**src/hw/simplebus_pkg.sv**
```systemverilog
`default_nettype none

package simplebus_pkg;

    // Bus widths shared by every block on the simple bus
    localparam int SB_ADDR_WIDTH = 32;
    localparam int SB_DATA_WIDTH = 32;
    // Byte address bits below the word index
    localparam int SB_WORD_SHIFT = 2;

    typedef logic [SB_ADDR_WIDTH-1:0] sb_addr_t;
    typedef logic [SB_DATA_WIDTH-1:0] sb_data_t;

    // Address map, each window is a half-open range [low, high)
    localparam sb_addr_t REGBANK_LOW = 32'h0000_0000;
    localparam sb_addr_t REGBANK_HIGH = 32'h0000_0040;
    localparam sb_addr_t MAILBOX_LOW = 32'h0000_1000;
    localparam sb_addr_t MAILBOX_HIGH = 32'h0000_1010;

    // Register bank geometry
    localparam int REGBANK_WORDS = 16;
    localparam int REGBANK_INDEX_WIDTH = $clog2(REGBANK_WORDS);
    typedef logic [REGBANK_INDEX_WIDTH-1:0] regbank_index_t;

    // Mailbox FIFO geometry, the count needs one more bit than the pointers
    localparam int MAILBOX_DEPTH = 8;
    localparam int MAILBOX_PTR_WIDTH = $clog2(MAILBOX_DEPTH);
    localparam int MAILBOX_COUNT_WIDTH = $clog2(MAILBOX_DEPTH + 1);
    typedef logic [MAILBOX_PTR_WIDTH-1:0] mailbox_ptr_t;
    typedef logic [MAILBOX_COUNT_WIDTH-1:0] mailbox_count_t;

    // Word offsets inside the mailbox window
    typedef logic [1:0] mailbox_offset_t;
    localparam mailbox_offset_t MAILBOX_DATA_OFFSET = 2'd0;
    localparam mailbox_offset_t MAILBOX_STATUS_OFFSET = 2'd1;
    localparam mailbox_offset_t MAILBOX_CLEAR_OFFSET = 2'd2;

    // Host port timing, the counter covers the longest wait
    localparam int HOST_WAIT_LIMIT = 8;
    localparam int HOST_SETTLE_CYCLES = 3;
    localparam int HOST_COUNT_WIDTH = $clog2(HOST_WAIT_LIMIT);
    typedef logic [HOST_COUNT_WIDTH-1:0] host_count_t;

    // Master to slave strobes and payload
    typedef struct packed {
        sb_addr_t address;
        logic     write_strobe;
        logic     read_strobe;
        sb_data_t write_data;
    } sb_request_t;

    // Slave to master return path
    typedef struct packed {
        sb_data_t read_data;
        logic     read_valid;
        logic     ready;
    } sb_response_t;

    // Value of a return path at rest, ready with no data
    localparam sb_response_t SB_RESPONSE_IDLE = '{read_data: '0, read_valid: 1'b0, ready: 1'b1};

    typedef struct packed {
        logic     write;
        sb_addr_t address;
        sb_data_t data;
    } host_req_t;

    typedef struct packed {
        sb_data_t data;
        logic     error;
    } host_resp_t;

    typedef enum logic [1:0] {
        HOST_IDLE,
        HOST_WAIT_READY,
        HOST_WAIT_READ,
        HOST_SETTLE
    } host_state_t;

endpackage

`default_nettype wire

```
**src/hw/sb_host_port.sv**
```systemverilog
`timescale 1ns/1ps
`default_nettype none

module sb_host_port (
    input  logic                       clock,
    input  logic                       reset,
    input  simplebus_pkg::host_req_t   host_request,
    input  logic                       host_request_strobe,
    output logic                       host_busy,
    output simplebus_pkg::host_resp_t  host_response,
    output logic                       host_response_valid,
    output simplebus_pkg::sb_request_t master_request,
    input  simplebus_pkg::sb_response_t master_response
);
    import simplebus_pkg::*;

    host_state_t state;
    host_count_t wait_count;
    // Direction of the request being served
    logic pending_write;

    // Busy covers the whole transaction and the cycle of the response pulse
    assign host_busy = (state != HOST_IDLE) || host_response_valid;

    always_ff @(posedge clock) begin
        if (reset) begin
            state <= HOST_IDLE;
            wait_count <= '0;
            pending_write <= 1'b0;
            master_request <= '0;
            host_response <= '0;
            host_response_valid <= 1'b0;
        end else begin
            // Strobes and the response flag are single cycle pulses
            master_request.write_strobe <= 1'b0;
            master_request.read_strobe <= 1'b0;
            host_response_valid <= 1'b0;
            case (state)
                HOST_IDLE: begin
                    if (host_request_strobe) begin
                        // Address and data are held on the bus for the whole transaction
                        master_request.address <= host_request.address;
                        master_request.write_data <= host_request.data;
                        pending_write <= host_request.write;
                        wait_count <= '0;
                        state <= HOST_WAIT_READY;
                    end
                end
                HOST_WAIT_READY: begin
                    // Back-pressure holds off writes only, so a full mailbox can still drain
                    if (master_response.ready || !pending_write) begin
                        master_request.write_strobe <= pending_write;
                        master_request.read_strobe <= !pending_write;
                        wait_count <= '0;
                        state <= pending_write ? HOST_SETTLE : HOST_WAIT_READ;
                    end else if (wait_count == host_count_t'(HOST_WAIT_LIMIT - 1)) begin
                        // Slave stayed busy too long, give up without a strobe
                        host_response <= '{data: '0, error: 1'b1};
                        host_response_valid <= 1'b1;
                        state <= HOST_IDLE;
                    end else begin
                        wait_count <= wait_count + 1'b1;
                    end
                end
                HOST_WAIT_READ: begin
                    if (master_response.read_valid) begin
                        host_response <= '{data: master_response.read_data, error: 1'b0};
                        host_response_valid <= 1'b1;
                        state <= HOST_IDLE;
                    end else if (wait_count == host_count_t'(HOST_WAIT_LIMIT - 1)) begin
                        // No slave answered, the address is unmapped
                        host_response <= '{data: '0, error: 1'b1};
                        host_response_valid <= 1'b1;
                        state <= HOST_IDLE;
                    end else begin
                        wait_count <= wait_count + 1'b1;
                    end
                end
                HOST_SETTLE: begin
                    // Wait for the write to land and the new ready to come back
                    if (wait_count == host_count_t'(HOST_SETTLE_CYCLES - 1)) begin
                        host_response <= '{data: '0, error: 1'b0};
                        host_response_valid <= 1'b1;
                        state <= HOST_IDLE;
                    end else begin
                        wait_count <= wait_count + 1'b1;
                    end
                end
                default: begin
                    state <= HOST_IDLE;
                end
            endcase
        end
    end

    // One transaction direction at a time on the bus
    strobe_exclusive: assert property (@(posedge clock) disable iff (reset)
        !(master_request.write_strobe && master_request.read_strobe));

endmodule

`default_nettype wire

```
**src/hw/sb_interconnect.sv**
```systemverilog
`timescale 1ns/1ps
`default_nettype none

module sb_interconnect (
    input  logic                        clock,
    input  logic                        reset,
    input  simplebus_pkg::sb_request_t  master_request,
    output simplebus_pkg::sb_response_t master_response,
    output simplebus_pkg::sb_request_t  slave_1_request,
    input  simplebus_pkg::sb_response_t slave_1_response,
    output simplebus_pkg::sb_request_t  slave_2_request,
    input  simplebus_pkg::sb_response_t slave_2_response
);
    import simplebus_pkg::*;

    logic slave_1_hit;
    logic slave_2_hit;
    logic slave_1_strobe;
    logic slave_2_strobe;

    // Slave 1 is the register bank window
    assign slave_1_hit = (master_request.address >= REGBANK_LOW)
                      && (master_request.address < REGBANK_HIGH);
    // Slave 2 is the mailbox window
    assign slave_2_hit = (master_request.address >= MAILBOX_LOW)
                      && (master_request.address < MAILBOX_HIGH);

    // Forward path, one register stage
    always_ff @(posedge clock) begin
        if (reset) begin
            slave_1_request <= '0;
            slave_2_request <= '0;
        end else begin
            // A slave outside the decoded window sees an all zero request
            if (slave_1_hit) begin
                slave_1_request <= master_request;
            end else begin
                slave_1_request <= '0;
            end
            if (slave_2_hit) begin
                slave_2_request <= master_request;
            end else begin
                slave_2_request <= '0;
            end
        end
    end

    // Return path, one register stage
    always_ff @(posedge clock) begin
        if (reset) begin
            master_response <= SB_RESPONSE_IDLE;
        end else begin
            // Idle slaves return zero data, so an OR merges the two read paths
            master_response.read_data <= slave_1_response.read_data
                                       | slave_2_response.read_data;
            master_response.read_valid <= slave_1_response.read_valid
                                        | slave_2_response.read_valid;
            // Any busy slave stalls the master
            master_response.ready <= slave_1_response.ready & slave_2_response.ready;
        end
    end

    assign slave_1_strobe = slave_1_request.write_strobe || slave_1_request.read_strobe;
    assign slave_2_strobe = slave_2_request.write_strobe || slave_2_request.read_strobe;

    // The windows do not overlap so a strobe reaches at most one slave
    single_target: assert property (@(posedge clock) disable iff (reset)
        !(slave_1_strobe && slave_2_strobe));

endmodule

`default_nettype wire

```
**src/hw/sb_mailbox.sv**
```systemverilog
`timescale 1ns/1ps
`default_nettype none

module sb_mailbox (
    input  logic                        clock,
    input  logic                        reset,
    input  simplebus_pkg::sb_request_t  bus_request,
    output simplebus_pkg::sb_response_t bus_response
);
    import simplebus_pkg::*;

    sb_data_t fifo_storage [MAILBOX_DEPTH];
    mailbox_ptr_t write_ptr;
    mailbox_ptr_t read_ptr;
    mailbox_count_t count;
    mailbox_count_t count_next;
    mailbox_offset_t offset;
    logic underflow;
    logic empty;
    logic full;
    logic data_write;
    logic data_read;
    logic clear;
    logic push;
    logic pop;
    sb_data_t status;

    assign offset = bus_request.address[SB_WORD_SHIFT +: $bits(mailbox_offset_t)];

    assign empty = (count == '0);
    assign full = (count == mailbox_count_t'(MAILBOX_DEPTH));

    // Decoded accesses to the data and clear registers
    assign data_write = bus_request.write_strobe && (offset == MAILBOX_DATA_OFFSET);
    assign data_read = bus_request.read_strobe && (offset == MAILBOX_DATA_OFFSET);
    assign clear = bus_request.write_strobe && (offset == MAILBOX_CLEAR_OFFSET);
    // Guard the FIFO even though the master respects ready
    assign push = data_write && !full;
    assign pop = data_read && !empty;

    // Status word, count in the low bits then empty, full and underflow
    assign status = sb_data_t'({underflow, full, empty, count});

    always_comb begin
        if (clear) begin
            count_next = '0;
        end else begin
            count_next = count + mailbox_count_t'(push) - mailbox_count_t'(pop);
        end
    end

    // Storage, written only on a push
    always_ff @(posedge clock) begin
        if (push) begin
            fifo_storage[write_ptr] <= bus_request.write_data;
        end
    end

    always_ff @(posedge clock) begin
        if (reset) begin
            write_ptr <= '0;
            read_ptr <= '0;
            count <= '0;
            underflow <= 1'b0;
            bus_response <= SB_RESPONSE_IDLE;
        end else begin
            count <= count_next;
            // Ready follows the new fill level at the same edge
            bus_response.ready <= (count_next != mailbox_count_t'(MAILBOX_DEPTH));
            bus_response.read_valid <= bus_request.read_strobe;
            if (clear) begin
                write_ptr <= '0;
                read_ptr <= '0;
                underflow <= 1'b0;
            end else begin
                // Pointers wrap naturally since the depth is a power of two
                if (push) begin
                    write_ptr <= write_ptr + 1'b1;
                end
                if (pop) begin
                    read_ptr <= read_ptr + 1'b1;
                end
                // Sticky until the clear register is written
                if (data_read && empty) begin
                    underflow <= 1'b1;
                end
            end
            // Reads return zero unless a register is selected
            bus_response.read_data <= '0;
            if (bus_request.read_strobe) begin
                case (offset)
                    MAILBOX_DATA_OFFSET: begin
                        bus_response.read_data <= pop ? fifo_storage[read_ptr] : '0;
                    end
                    MAILBOX_STATUS_OFFSET: begin
                        bus_response.read_data <= status;
                    end
                    default: begin
                        bus_response.read_data <= '0;
                    end
                endcase
            end
        end
    end

    // The host withholds writes while ready is low, so a full FIFO never sees a push
    no_push_when_full: assert property (@(posedge clock) disable iff (reset)
        !(data_write && full));

endmodule

`default_nettype wire

```
**src/hw/sb_register_bank.sv**
```systemverilog
`timescale 1ns/1ps
`default_nettype none

module sb_register_bank (
    input  logic                        clock,
    input  logic                        reset,
    input  simplebus_pkg::sb_request_t  bus_request,
    output simplebus_pkg::sb_response_t bus_response
);
    import simplebus_pkg::*;

    sb_data_t registers [REGBANK_WORDS];
    regbank_index_t index;

    // Word index taken from the bits above the byte offset
    assign index = bus_request.address[SB_WORD_SHIFT +: REGBANK_INDEX_WIDTH];

    // Register contents, cleared by reset
    always_ff @(posedge clock) begin
        if (reset) begin
            for (int i = 0; i < REGBANK_WORDS; i++) begin
                registers[i] <= '0;
            end
        end else if (bus_request.write_strobe) begin
            // Write lands at the strobe edge
            registers[index] <= bus_request.write_data;
        end
    end

    // Read return, one cycle after the strobe
    always_ff @(posedge clock) begin
        if (reset) begin
            bus_response <= SB_RESPONSE_IDLE;
        end else begin
            // The bank never stalls
            bus_response.ready <= 1'b1;
            bus_response.read_valid <= bus_request.read_strobe;
            // Data stays zero outside the read-valid pulse for the OR merge upstream
            if (bus_request.read_strobe) begin
                bus_response.read_data <= registers[index];
            end else begin
                bus_response.read_data <= '0;
            end
        end
    end

endmodule

`default_nettype wire

```
**src/hw/sb_subsystem.sv**
```systemverilog
`timescale 1ns/1ps
`default_nettype none

module sb_subsystem (
    input  logic                      clock,
    input  logic                      reset,
    input  simplebus_pkg::host_req_t  host_request,
    input  logic                      host_request_strobe,
    output logic                      host_busy,
    output simplebus_pkg::host_resp_t host_response,
    output logic                      host_response_valid
);
    import simplebus_pkg::*;

    // Host port to interconnect
    sb_request_t  master_request;
    sb_response_t master_response;
    // Interconnect to register bank
    sb_request_t  slave_1_request;
    sb_response_t slave_1_response;
    // Interconnect to mailbox
    sb_request_t  slave_2_request;
    sb_response_t slave_2_response;

    sb_host_port i_host_port (
        .clock               (clock),
        .reset               (reset),
        .host_request        (host_request),
        .host_request_strobe (host_request_strobe),
        .host_busy           (host_busy),
        .host_response       (host_response),
        .host_response_valid (host_response_valid),
        .master_request      (master_request),
        .master_response     (master_response)
    );

    sb_interconnect i_interconnect (
        .clock            (clock),
        .reset            (reset),
        .master_request   (master_request),
        .master_response  (master_response),
        .slave_1_request  (slave_1_request),
        .slave_1_response (slave_1_response),
        .slave_2_request  (slave_2_request),
        .slave_2_response (slave_2_response)
    );

    sb_register_bank i_register_bank (
        .clock        (clock),
        .reset        (reset),
        .bus_request  (slave_1_request),
        .bus_response (slave_1_response)
    );

    sb_mailbox i_mailbox (
        .clock        (clock),
        .reset        (reset),
        .bus_request  (slave_2_request),
        .bus_response (slave_2_response)
    );

endmodule

`default_nettype wire

```
**config.mk**
```make
export PLATFORM = sky130hd
export DESIGN_NAME = sb_subsystem
export DESIGN_NICKNAME = d
export VERILOG_FILES = /design/src/hw/simplebus_pkg.sv /design/src/hw/sb_host_port.sv /design/src/hw/sb_interconnect.sv /design/src/hw/sb_mailbox.sv /design/src/hw/sb_register_bank.sv /design/src/hw/sb_subsystem.sv
export SDC_FILE = /design/constraint.sdc
export NUM_CORES = 1
export LEC_CHECK = 0
export BUFFER_PORTS_ARGS = -buffer_cell sky130_fd_sc_hd__buf_2
export CORE_ASPECT_RATIO = 1.75
export CORE_MARGIN = 5
export CORE_UTILIZATION = 55
export DETAILED_ROUTE_END_ITERATION = 16
export HOLD_SLACK_MARGIN = 0.08
export PLACE_DENSITY = 0.8
export SKIP_LAST_GASP = 1
export SLEW_MARGIN = 20
export SYNTH_ARGS = -nofsm -noshare
export SYNTH_HDL_FRONTEND = slang
export SYNTH_SLANG_ARGS = --single-unit
```
**constraint.sdc**
```tcl
create_clock -name clock -period 8.1 [get_ports clock]
set_input_delay 1.215 -clock clock [delete_from_list [all_inputs] [get_ports clock]]
set_output_delay 1.215 -clock clock [all_outputs]
set_load 0.02 [all_outputs]
```
**After elaboration in Yosys (flattened, before gate mapping)**

Memory sizes are Yosys's and may differ from the RTL's. A register that Yosys moved wholly into a read port is not among the register bits.
Cells that the tools add are included.

- Add/subtract/negate cells: 5
- Magnitude comparators: 4
- Equal/unequal tests: 14
- Muxes and demuxes: 38
- Bitwise operators: 9
- Reduce and logical (&&, ||, !) cells: 29

Operators by type and width:

| cell | number |
|---|---|
| $mux W33 | 4 |
| $pmux W33 S3 | 1 |
| $mux W32 | 2 |
| $pmux W32 S2 | 1 |
| $ge A32 B1 Y1 const B | 1 |
| $ge A32 B13 Y1 const B | 1 |
| $lt A32 B13 Y1 const B | 1 |
| $lt A32 B7 Y1 const B | 1 |
| $or A32 B32 Y32 | 1 |
| $reduce_or A32 Y1 | 1 |
| $mux W3 | 7 |
| $mux W1 | 13 |
| $pmux W3 S4 | 1 |
| $mux W2 | 5 |
| $reduce_or A2 Y1 | 5 |
| $add A3 B1 Y3 const B | 3 |
| $logic_and A1 B1 Y1 | 8 |
| $mux W4 | 2 |
| $ne A2 B2 Y1 const B | 4 |
| $pmux W2 S4 | 1 |
| $eq A2 B2 Y1 const B | 3 |
| $not A1 Y1 | 6 |
| $reduce_and A3 Y1 | 2 |
| $add A4 B1 Y4 | 1 |
| other kinds (18) | 24 |

- Bits in registers: 265
- Bits in writable memories: 768
- Input bits: 68
- Output and inout bits: 35
- Word-level logic and storage cells: 131
- Memories: 2

Memory list:

| name | depth | bits a word | read ports | clocked after memory_dff | wr ports | RTL line | RTL |
|---|---|---|---|---|---|---|---|
| i_register_bank.registers | 16 | 32 | 1 | 1 | 16 | sb_register_bank.sv:12 | `sb_data_t registers [REGBANK_WORDS];` |
| i_mailbox.fifo_storage | 8 | 32 | 1 | 1 | 1 | sb_mailbox.sv:12 | `sb_data_t fifo_storage [MAILBOX_DEPTH];` |

**Longest topological paths before layout**

Gate-level depths: netlist (run 1).

- Depth in word-level cells: 7
- Mapped depth: 12
- Gate-level depth less buffers: 11

**Cells and area by module**

From an unflattened synthesis (run 1), not the netlist that was laid out.

- Cell total of the unflattened synthesis: 2975
- Area total of the unflattened synthesis: 43775.7 um^2

Modules (own cells, without submodules):

| module | times used | cells each | area an instance (um^2) | sequential area each (um^2) |
|---|---|---|---|---|
| sb_register_bank | 1 | 1563 | 23915.4 | 16035.4 |
| sb_mailbox | 1 | 544 | 11204.5 | 8648.3 |
| sb_interconnect | 1 | 444 | 4858.4 | 3323.2 |
| sb_host_port | 1 | 424 | 3797.4 | 2122.0 |

**Least setup slack after synthesis (run 1)**

No wires, ideal clock.

- Path type: register to register
- Start point: register i_mailbox.count[2]
- End point: memory i_mailbox.fifo_storage[0][0] (netlist name), enable pin
- Arrival: 3.514 ns
- Setup slack: 4.125 ns
- Stages on the path, launching flop included: 7
- Path buffers: 0
- Cells stage by stage: dfxtp_1 > inv_1 > ha_1 > nor3b_1 > nor3_1 > nand2b_1 > nor3_1

- Cells in the longest elaborated chain, start to end: 5

Ends and longest elaborated chain:

| item | RTL line | RTL |
|---|---|---|
| start: declaration | sb_mailbox.sv:15 | `mailbox_count_t count;` |
| start signal: assignment | sb_mailbox.sv:67 | `count <= count_next;` |
| $eq A4 B4 Y1 | sb_mailbox.sv:31 | `assign full = (count == mailbox_count_t'(MAILBOX_DEPTH));` |
| $logic_not A1 Y1 | sb_mailbox.sv:38 | `assign push = data_write && !full;` |
| $logic_and A1 B1 Y1 | sb_mailbox.sv:38 |  |
| net i_mailbox.push | sb_mailbox.sv:24 | `logic push;` |
| $mux W1 | sb_mailbox.sv:54 | `if (push) begin` |
| $mux W1 (not written as such) | sb_mailbox.sv:55 | `fifo_storage[write_ptr] <= bus_request.write_data;` |
| end: declaration | sb_mailbox.sv:12 |  |

The timed path passes the listed nets, and every way through them passes these cells.

==> results of run 1 <==
==> state kept, by name, summed over array words and instances, names as in the netlist, named ones only <==
| register | cells |
|---|---|
| i_register_bank.bus_response | 33 |
| i_interconnect.slave_2_request | 36 |
| i_host_port.host_response_valid | 1 |
| i_interconnect.slave_1_request | 38 |
| i_host_port.wait_count | 3 |
| i_mailbox.bus_response | 34 |
| i_host_port.master_request | 64 |
| i_register_bank.registers | 512 |
| i_mailbox.read_ptr | 3 |
| i_mailbox.fifo_storage | 256 |
| i_host_port.pending_write | 1 |
| i_host_port.host_response | 33 |
| i_mailbox.count | 4 |
| i_mailbox.underflow | 1 |
| i_interconnect.master_response | 34 |
| i_host_port.state | 2 |
| i_mailbox.write_ptr | 3 |
==> metal layers <==
layer | vias up | global-route usage [%]
met3 | 275 | 3.60
li1 | 10251 | -
met2 | 993 | 43.0
met4 | 0 | 10.3
met1 | 11809 | 26.9
met5 | - | 0
==> per-stage QoR <==
| stage | utilization (%) | hold slack, ps |
|---|---|---|
| CTS | 61.5 | 432 |
| floorplan | - | 389 |
| finish | 61.5 | 424 |
| global placement | 57.4 | 397 |
| detailed placement | 57.4 | 403 |
| global route | 61.5 | 447 |
==> how the worst min path moves through the flow <==
stage	from	endpoint	slack, ps	depth (start not counted)
after floorplan	i_mailbox.bus_response[0]$_SDFF_PP1_	i_interconnect.master_response[0]$_SDFF_PP1_	390	1
after global placement	i_mailbox.bus_response[0]$_SDFF_PP1_	i_interconnect.master_response[0]$_SDFF_PP1_	400	1
after detailed placement	i_mailbox.bus_response[0]$_SDFF_PP1_	i_interconnect.master_response[0]$_SDFF_PP1_	400	1
after CTS	i_mailbox.bus_response[0]$_SDFF_PP1_	i_interconnect.master_response[0]$_SDFF_PP1_	430	1
after global routing	i_mailbox.bus_response[0]$_SDFF_PP1_	i_interconnect.master_response[0]$_SDFF_PP1_	450	1
final	i_mailbox.bus_response[0]$_SDFF_PP1_	i_interconnect.master_response[0]$_SDFF_PP1_	420	1
==> power breakdown <==
group          internal [mW]  switching, mW  total, mW
logic                 0.0848          0.178      0.263
clock network           2.52           1.95       4.47
registers               5.89         0.0573       5.95
==> area by class of cell <==
type | instances | area (sq um) | area share [%]
sequential | 1061 | 28900 | 62.6
multi-input combinational | 1525 | 12000 | 26.0
clock buffer | 107 | 2400 | 5.18
tap | 1012 | 1270 | 2.74
timing repair buffer | 146 | 865 | 1.87
clock inverter | 57 | 671 | 1.45
inverter | 17 | 63.8 | 0.138
antenna | 2 | 5.00 | 0.0108
==> cell families (layout without fill, tap and decap cells) <==
| group | Yosys count | in the layout | synth area share, % |
|---|---|---|---|
| muxes | 291 | 291 | 10.8 |
| and+or+nand+nor | 947 | 947 | 12.8 |
| adders and majority gates | 13 | 13 | 0.407 |
| AOI/OAI and AO/OA | 269 | 269 | 4.38 |
| DFF | 1061 | 1061 | 69.2 |
| xor gates and xnor gates | 5 | 5 | 0.105 |
| other | 0 | 2 | 0 |
| buffers and inverters | 220 | 327 | 2.31 |
==> cell usage after synthesis (17+ instances only) <==
cell,n
inv_1,17
edfxtp_1,768
nand2_1,142
mux2i_1,102
a22o_1,35
a22oi_1,68
and2_1,588
mux2_2,66
nor2_1,135
mux4_2,123
or2_2,18
buf_2,31
a21oi_1,75
o221ai_1,28
dfxtp_1,293
o21ai_0,34
clkbuf_1,135
==> metrics.yaml, run 1 <==
path_clk_slew_ps: 70
clock_latency_ps: 680
cts.sinks: 1061
place_area_sq_um: 43200
die_height_um: 375
status: "finished, final reports clean"
synth_edf_count: 768
via_count: 23328
rrSetupSlack_ps: 4640
grt_max_degree: 138
synth-main-ff-cell: "edfxtp_1"
fp-row-count: 133
postCtsSetupRepairBufs: 0
gp_congestion: 0.819
ys_seq_area_share_pct: 69.2
synthArstFlopShare_pct: 0
finalSetupViolCount: 0
ctsHtreeMaxLevel: 3
wire_per_inst_um: 24.5
powerDensity_nw_per_um2: 231
cp_top_family: "simple AND/OR/NAND/NOR gates"
tns_ps: 0
dieArea_sq_um: 81900
drt_first_pass_iters: 7
synth_warnings: 0
ant_nets: 0
grt_pass1_vias: 25143
fillerInstances: 5277
min_period_ps: 3460
grt_util_all_layers_pct: 23.4
layout_setup_ws_ps: 4640
syn-instance-count: 2806
reg2regPathDepth: 4
drv_cap: 0
layout.cells.most_common_list: "768 x edfxtp_1, 587 x and2_1, 288 x dfxtp_1, 141 x nand2_1, 123 x mux4_2"
grt_setup_unrepaired: "false"
drtIter0Drc: 2036
ys_ff_latch: 1061
coreArea_sq_um: 75200
leakagePower_nw: 16.4
fin_cells: 3927
die_x_um: 218
power_mw: 10.7
crit_start: "i_interconnect.slave_1_request[37]$_SDFF_PP0_"
cts_tree: "done"
cp_max_fo: 59
max_stage_delay_ps: 970
max_freq_ghz: 0.289
period_share_pct: 42.7
cts_buffers: 87
nNetsFinal: 2919
arrival_ps: 3750
synth_top_area_share_pct: 55.2
wl_met3_um: 6150
slew-limit-headroom_pct: 25.7
final_common_cell: "edfxtp_1"
worst-path-buf-inv: 1
drc: 0
reg2reg_from: "i_interconnect.slave_1_request[37]$_SDFF_PP0_"
skew_ps: 27.5
hold_violations: 0
antenna_found_initial: 2
ctsHoldBuffers: 0
yosysUniqueCellTypes: 59
cts_root_buf: "clkbuf_16"
cp-end-kind: "flip-flop"
syn-cell-area_sq_um: 41800
cts_buffer_depth: 3
drive_gt1_share_pct: 18.8
cp-endpoint: "i_register_bank.registers[6][23]$_SDFFCE_PN0P_"
viasPerCell: 5.94
worst-path-stages: 4
required_ps: 8390
area_growth_pct: 10.6
drv_slew: 0
dr_wl_met2_um: 52500
cp_slowest_cell: "dfxtp_4"
initial_utilization_pct: 55.6
worstHoldPathType: "reg2reg"
reg2reg_to: "i_register_bank.registers[6][23]$_SDFFCE_PN0P_"
dp.cells: 3761
port_buffers: 100
highest_layer: "met4"
syn-mean-instance-area_sq_um: 14.9
path_cells: "nand4bb_1 -> nor2_2 -> buf_4 -> or2_2"
m1WireLength_um: 33700
wl_um: 96300
path_class: "reg2reg"
grt_first_pass_wirelength_um: 145000
synth_top_cell_by_area: "edfxtp_1"
grt_overflow_total: 0
ctsResizeCount: 0
ys_top_cells_by_area: "edfxtp_1 55%, dfxtp_1 14%, and2_1 8.8%"
peakVddDrop_uv: 164
io_pins: 103
design_area_sq_um: 46300
syn_nets: 2887
tightest_slew_ps: 1120
post-place-ws_ps: 4120
dp_hpwl_um: 57700
startpoint_type: "flip-flop"
Note: power is estimated with default switching activity, not from simulation.
==> inputs of run 2 (changes only) <==
- PLACE_DENSITY: 0.8 -> 0.82
- clock period: 8.1 -> 3 ns (I/O delays scaled with it)
==> run 2 against run 1 <==
Net effect: fmax grew 24%; critical endpoint is now i_mailbox.bus_response[0]$_SDFF_PP1_; clock-buffer cell count up 10; clock power rose to 2.6 times the previous value; non-clock buffer count increased by 98; final cell count up 2.4%; clock skew down 7.2 ps; hold slack got worse by 300 ps; highest routed layer unchanged; via count grew 3.7%; register-to-register slack got worse by 4400 ps; routed wire length up 6.3%.
==> metrics.yaml, run 2 (synthesized netlist as in run 1, its figures left out) <==
coreArea_sq_um: 75200  # unchanged
dieArea_sq_um: 81900  # unchanged
layout.cells.most_common_list: "768 x edfxtp_1, 587 x and2_1, 288 x dfxtp_1, 141 x nand2_1, 123 x mux4_2"  # unchanged
postCtsSetupRepairBufs: 0  # unchanged
die_height_um: 375  # unchanged
gp_congestion: 0.861  # was 0.819
reg2reg_to: "i_mailbox.bus_response[0]$_SDFF_PP1_"  # was i_register_bank.registers[6][23]$_SDFFCE_PN0P_
rrSetupSlack_ps: 210  # was 4640 ps
dp_hpwl_um: 62200  # was 57700 um
area_growth_pct: 13.1  # was 10.6%
cts_tree: "done"  # unchanged
path_cells: "nor3b_1 -> nor2b_1 -> ha_1 -> inv_1 -> ha_1 -> fa_1 -> xnor2_1 -> a31oi_1 -> or3_1"  # was nand4bb_1 -> nor2_2 -> buf_4 -> or2_2
ctsHtreeMaxLevel: 3  # unchanged
peakVddDrop_uv: 424  # was 164 uV
final_common_cell: "edfxtp_1"  # unchanged
clkPwrFrac_pct: 40.6  # was 41.9%
drt_first_pass_iters: 5  # was 7
cts_root_buf: "clkbuf_16"  # unchanged
grt_first_pass_wirelength_um: 154000  # was 145000 um
fillerInstances: 5046  # was 5277
fin_cells: 4023  # was 3927
p_int_mw: 22.6  # was 8.50 mW
grt_max_degree: 116  # was 138
tightest_slew_ps: 1180  # was 1120 ps
clock_latency_ps: 660  # was 680 ps
port_buffers: 100  # unchanged
startpoint_type: "flip-flop"  # unchanged
power_switching_mw: 5.85  # was 2.19 mW
antenna_found_initial: 3  # was 2
regMostFlops: "i_register_bank.registers"  # unchanged
dp.cells: 3798  # was 3761
min_from: "host_request[36]"  # was i_mailbox.bus_response[0]$_SDFF_PP1_
grt_pass1_vias: 25907  # was 25143
grtUsageMet1_pct: 27.4  # was 26.9%
cts_buffers: 87  # unchanged
finalSetupViolCount: 0  # unchanged
max_freq_ghz: 0.359  # was 0.289 GHz
path_clk_slew_ps: 70  # about the same
p_seq_share_pct: 56.4  # was 55.7%
die_x_um: 218  # unchanged
io_pins: 103  # unchanged
design_area_sq_um: 47300  # was 46300 sq um
largest_reg_flops: 512  # unchanged
cts_buffer_depth: 3  # unchanged
cp_slowest_cell: "nor3b_1"  # was dfxtp_4
viasPerCell: 6.02  # was 5.94
tns_ps: 0  # unchanged
period_share_pct: 92.9  # was 42.7%
min_period_ps: 2790  # was 3460 ps
drive_gt1_share_pct: 19.1  # was 18.8%
wl_um: 102000  # was 96300 um
cp_max_fo: 9  # was 59
cp_common_cell: "ha_1"
powerDensity_nw_per_um2: 602  # was 231 nW/um^2
largest_registers: "i_register_bank.registers: 512 flops, i_mailbox.fifo_storage: 256 flops, i_host_port.master_request: 64 flops"  # unchanged
drtIter0Drc: 2360  # was 2036
leakagePower_nw: 16.8  # was 16.4 nW
holdWs_ps: 126  # was 424 ps
p_sw_share_pct: 20.6  # was 20.5%
drc: 0  # unchanged
skew_ps: 20.4  # was 27.5 ps
nNetsFinal: 3017  # was 2919
initial_utilization_pct: 55.6  # unchanged
cp-end-kind: "flip-flop"  # unchanged
crit_start: "i_interconnect.slave_2_request[36]$_SDFF_PP0_"  # was i_interconnect.slave_1_request[37]$_SDFF_PP0_
path_class: "reg2reg"  # unchanged
fp-row-count: 133  # unchanged
grt_util_all_layers_pct: 25.0  # was 23.4%
worstHoldPathType: "in2reg"  # was reg2reg
regArea_sq_um: 28900  # unchanged
grt_setup_unrepaired: "false"  # unchanged
multi_input_area_sq_um: 12100  # was 12000 sq um
reg2regPathDepth: 9  # was 4
required_ps: 3520  # was 8390 ps
comb_power_share_pct: 3.0  # was 2.5%
drv_slew: 0  # unchanged
arrival_ps: 3310  # was 3750 ps
final_core_util_pct: 62.9  # was 61.5%
drv_cap: 0  # unchanged
via_count: 24202  # was 23328
grt_overflow_total: 0  # unchanged
gr-usage-met2_pct: 46.0  # was 43.0%
status: "finished, final reports clean"  # unchanged
slew-limit-headroom_pct: 21.1  # was 25.7%
grt_use_met3_pct: 4.04  # was 3.60%
grt-busiest-layer: "met2"  # unchanged
cts.sinks: 1061  # unchanged
ant_nets: 0  # unchanged
wire_per_inst_um: 25.4  # was 24.5 um
reg2reg_from: "i_interconnect.slave_2_request[36]$_SDFF_PP0_"  # was i_interconnect.slave_1_request[37]$_SDFF_PP0_
place_area_sq_um: 43800  # was 43200 sq um
hold_violations: 0  # unchanged
cp-endpoint: "i_mailbox.bus_response[0]$_SDFF_PP1_"  # was i_register_bank.registers[6][23]$_SDFFCE_PN0P_
max_stage_delay_ps: 440  # was 970 ps
## run 2: cell count changes in the layout (fill, tap and decap cells not counted), moves of 3 or more
cell,change
buf_12,+24
bufinv_16,-6
dlygate4sd3_1,+61
clkbuf_16,+3
clkbuf_1,+7
buf_4,+14
## run 2: power by group through the flow
| stage | Sequential [mW] | Clock, mW | Combinational [mW] |
|---|---|---|---|
| 3_5_place_dp | 16.4 | 0 | 0.765 |
| 6_report | 16.1 | 11.6 | 0.851 |
| 4_1_cts | 16.1 | 11.7 | 0.832 |
| 3_3_place_gp | 16.3 | 0 | 0.739 |
| 5_1_grt | 16.1 | 12.3 | 0.895 |
| 2_1_floorplan | 16.3 | 0 | 0.476 |
## run 2: routing by layer
metal	up-vias	wire length (um)
li1	10440	-
met1	12168	34100
met2	1207	55700
met3	387	6530
met4	0	5940
met5	-	0
## run 2: cell type report
cell class                      count  share of cell area (%)
Sequential cell                  1061                    61.2
Multi-Input combinational cell   1525                    25.5
Clock buffer                      117                    5.27
Timing Repair Buffer              244                    4.33
Tap cell                         1012                    2.68
Clock inverter                     45                   0.863
Inverter                           17                   0.135
Antenna cell                        2                  0.0106
## run 2: stage by stage
step / total power, mW / worst slack, ps
after floorplan: 16.8 / -121
after global placement: 17.1 / 288
after detailed placement: 17.1 / 271
after CTS: 28.5 / 161
after global routing: 29.3 / 56.1
final: 28.5 / 213
## run 2: critical path, delay by kind of cell (launching register included)
family,cells,cell delay (ps)
AO/OA/AOI/OAI,1,120
buffers and inverters,1,40
AND/OR/NAND/NOR,3,1010
XOR/XNOR,1,280
flip-flops,1,410
adder cells (fa/ha/maj),3,800
## run 2: what timing repair did
| item | CTS | global route |
|---|---|---|
| resized for setup | 0 | 1 |
| setup endpoints to repair | 0 | 1 |
| hold buffers | 61 | 0 |
| hold endpoints to repair | 61 | 0 |
## run 2: worst min-delay path by stage
stage | endpoint | depth (start not counted)
2_1_floorplan | i_interconnect.master_response[0]$_SDFF_PP1_ | 1
3_3_place_gp | i_interconnect.master_response[0]$_SDFF_PP1_ | 1
3_5_place_dp | i_interconnect.master_response[0]$_SDFF_PP1_ | 1
4_1_cts | i_host_port.master_request[39]$_SDFFE_PP0P_ | 3
5_1_grt | i_host_port.master_request[39]$_SDFFE_PP0P_ | 3
6_report | i_host_port.master_request[38]$_SDFFE_PP0P_ | 3
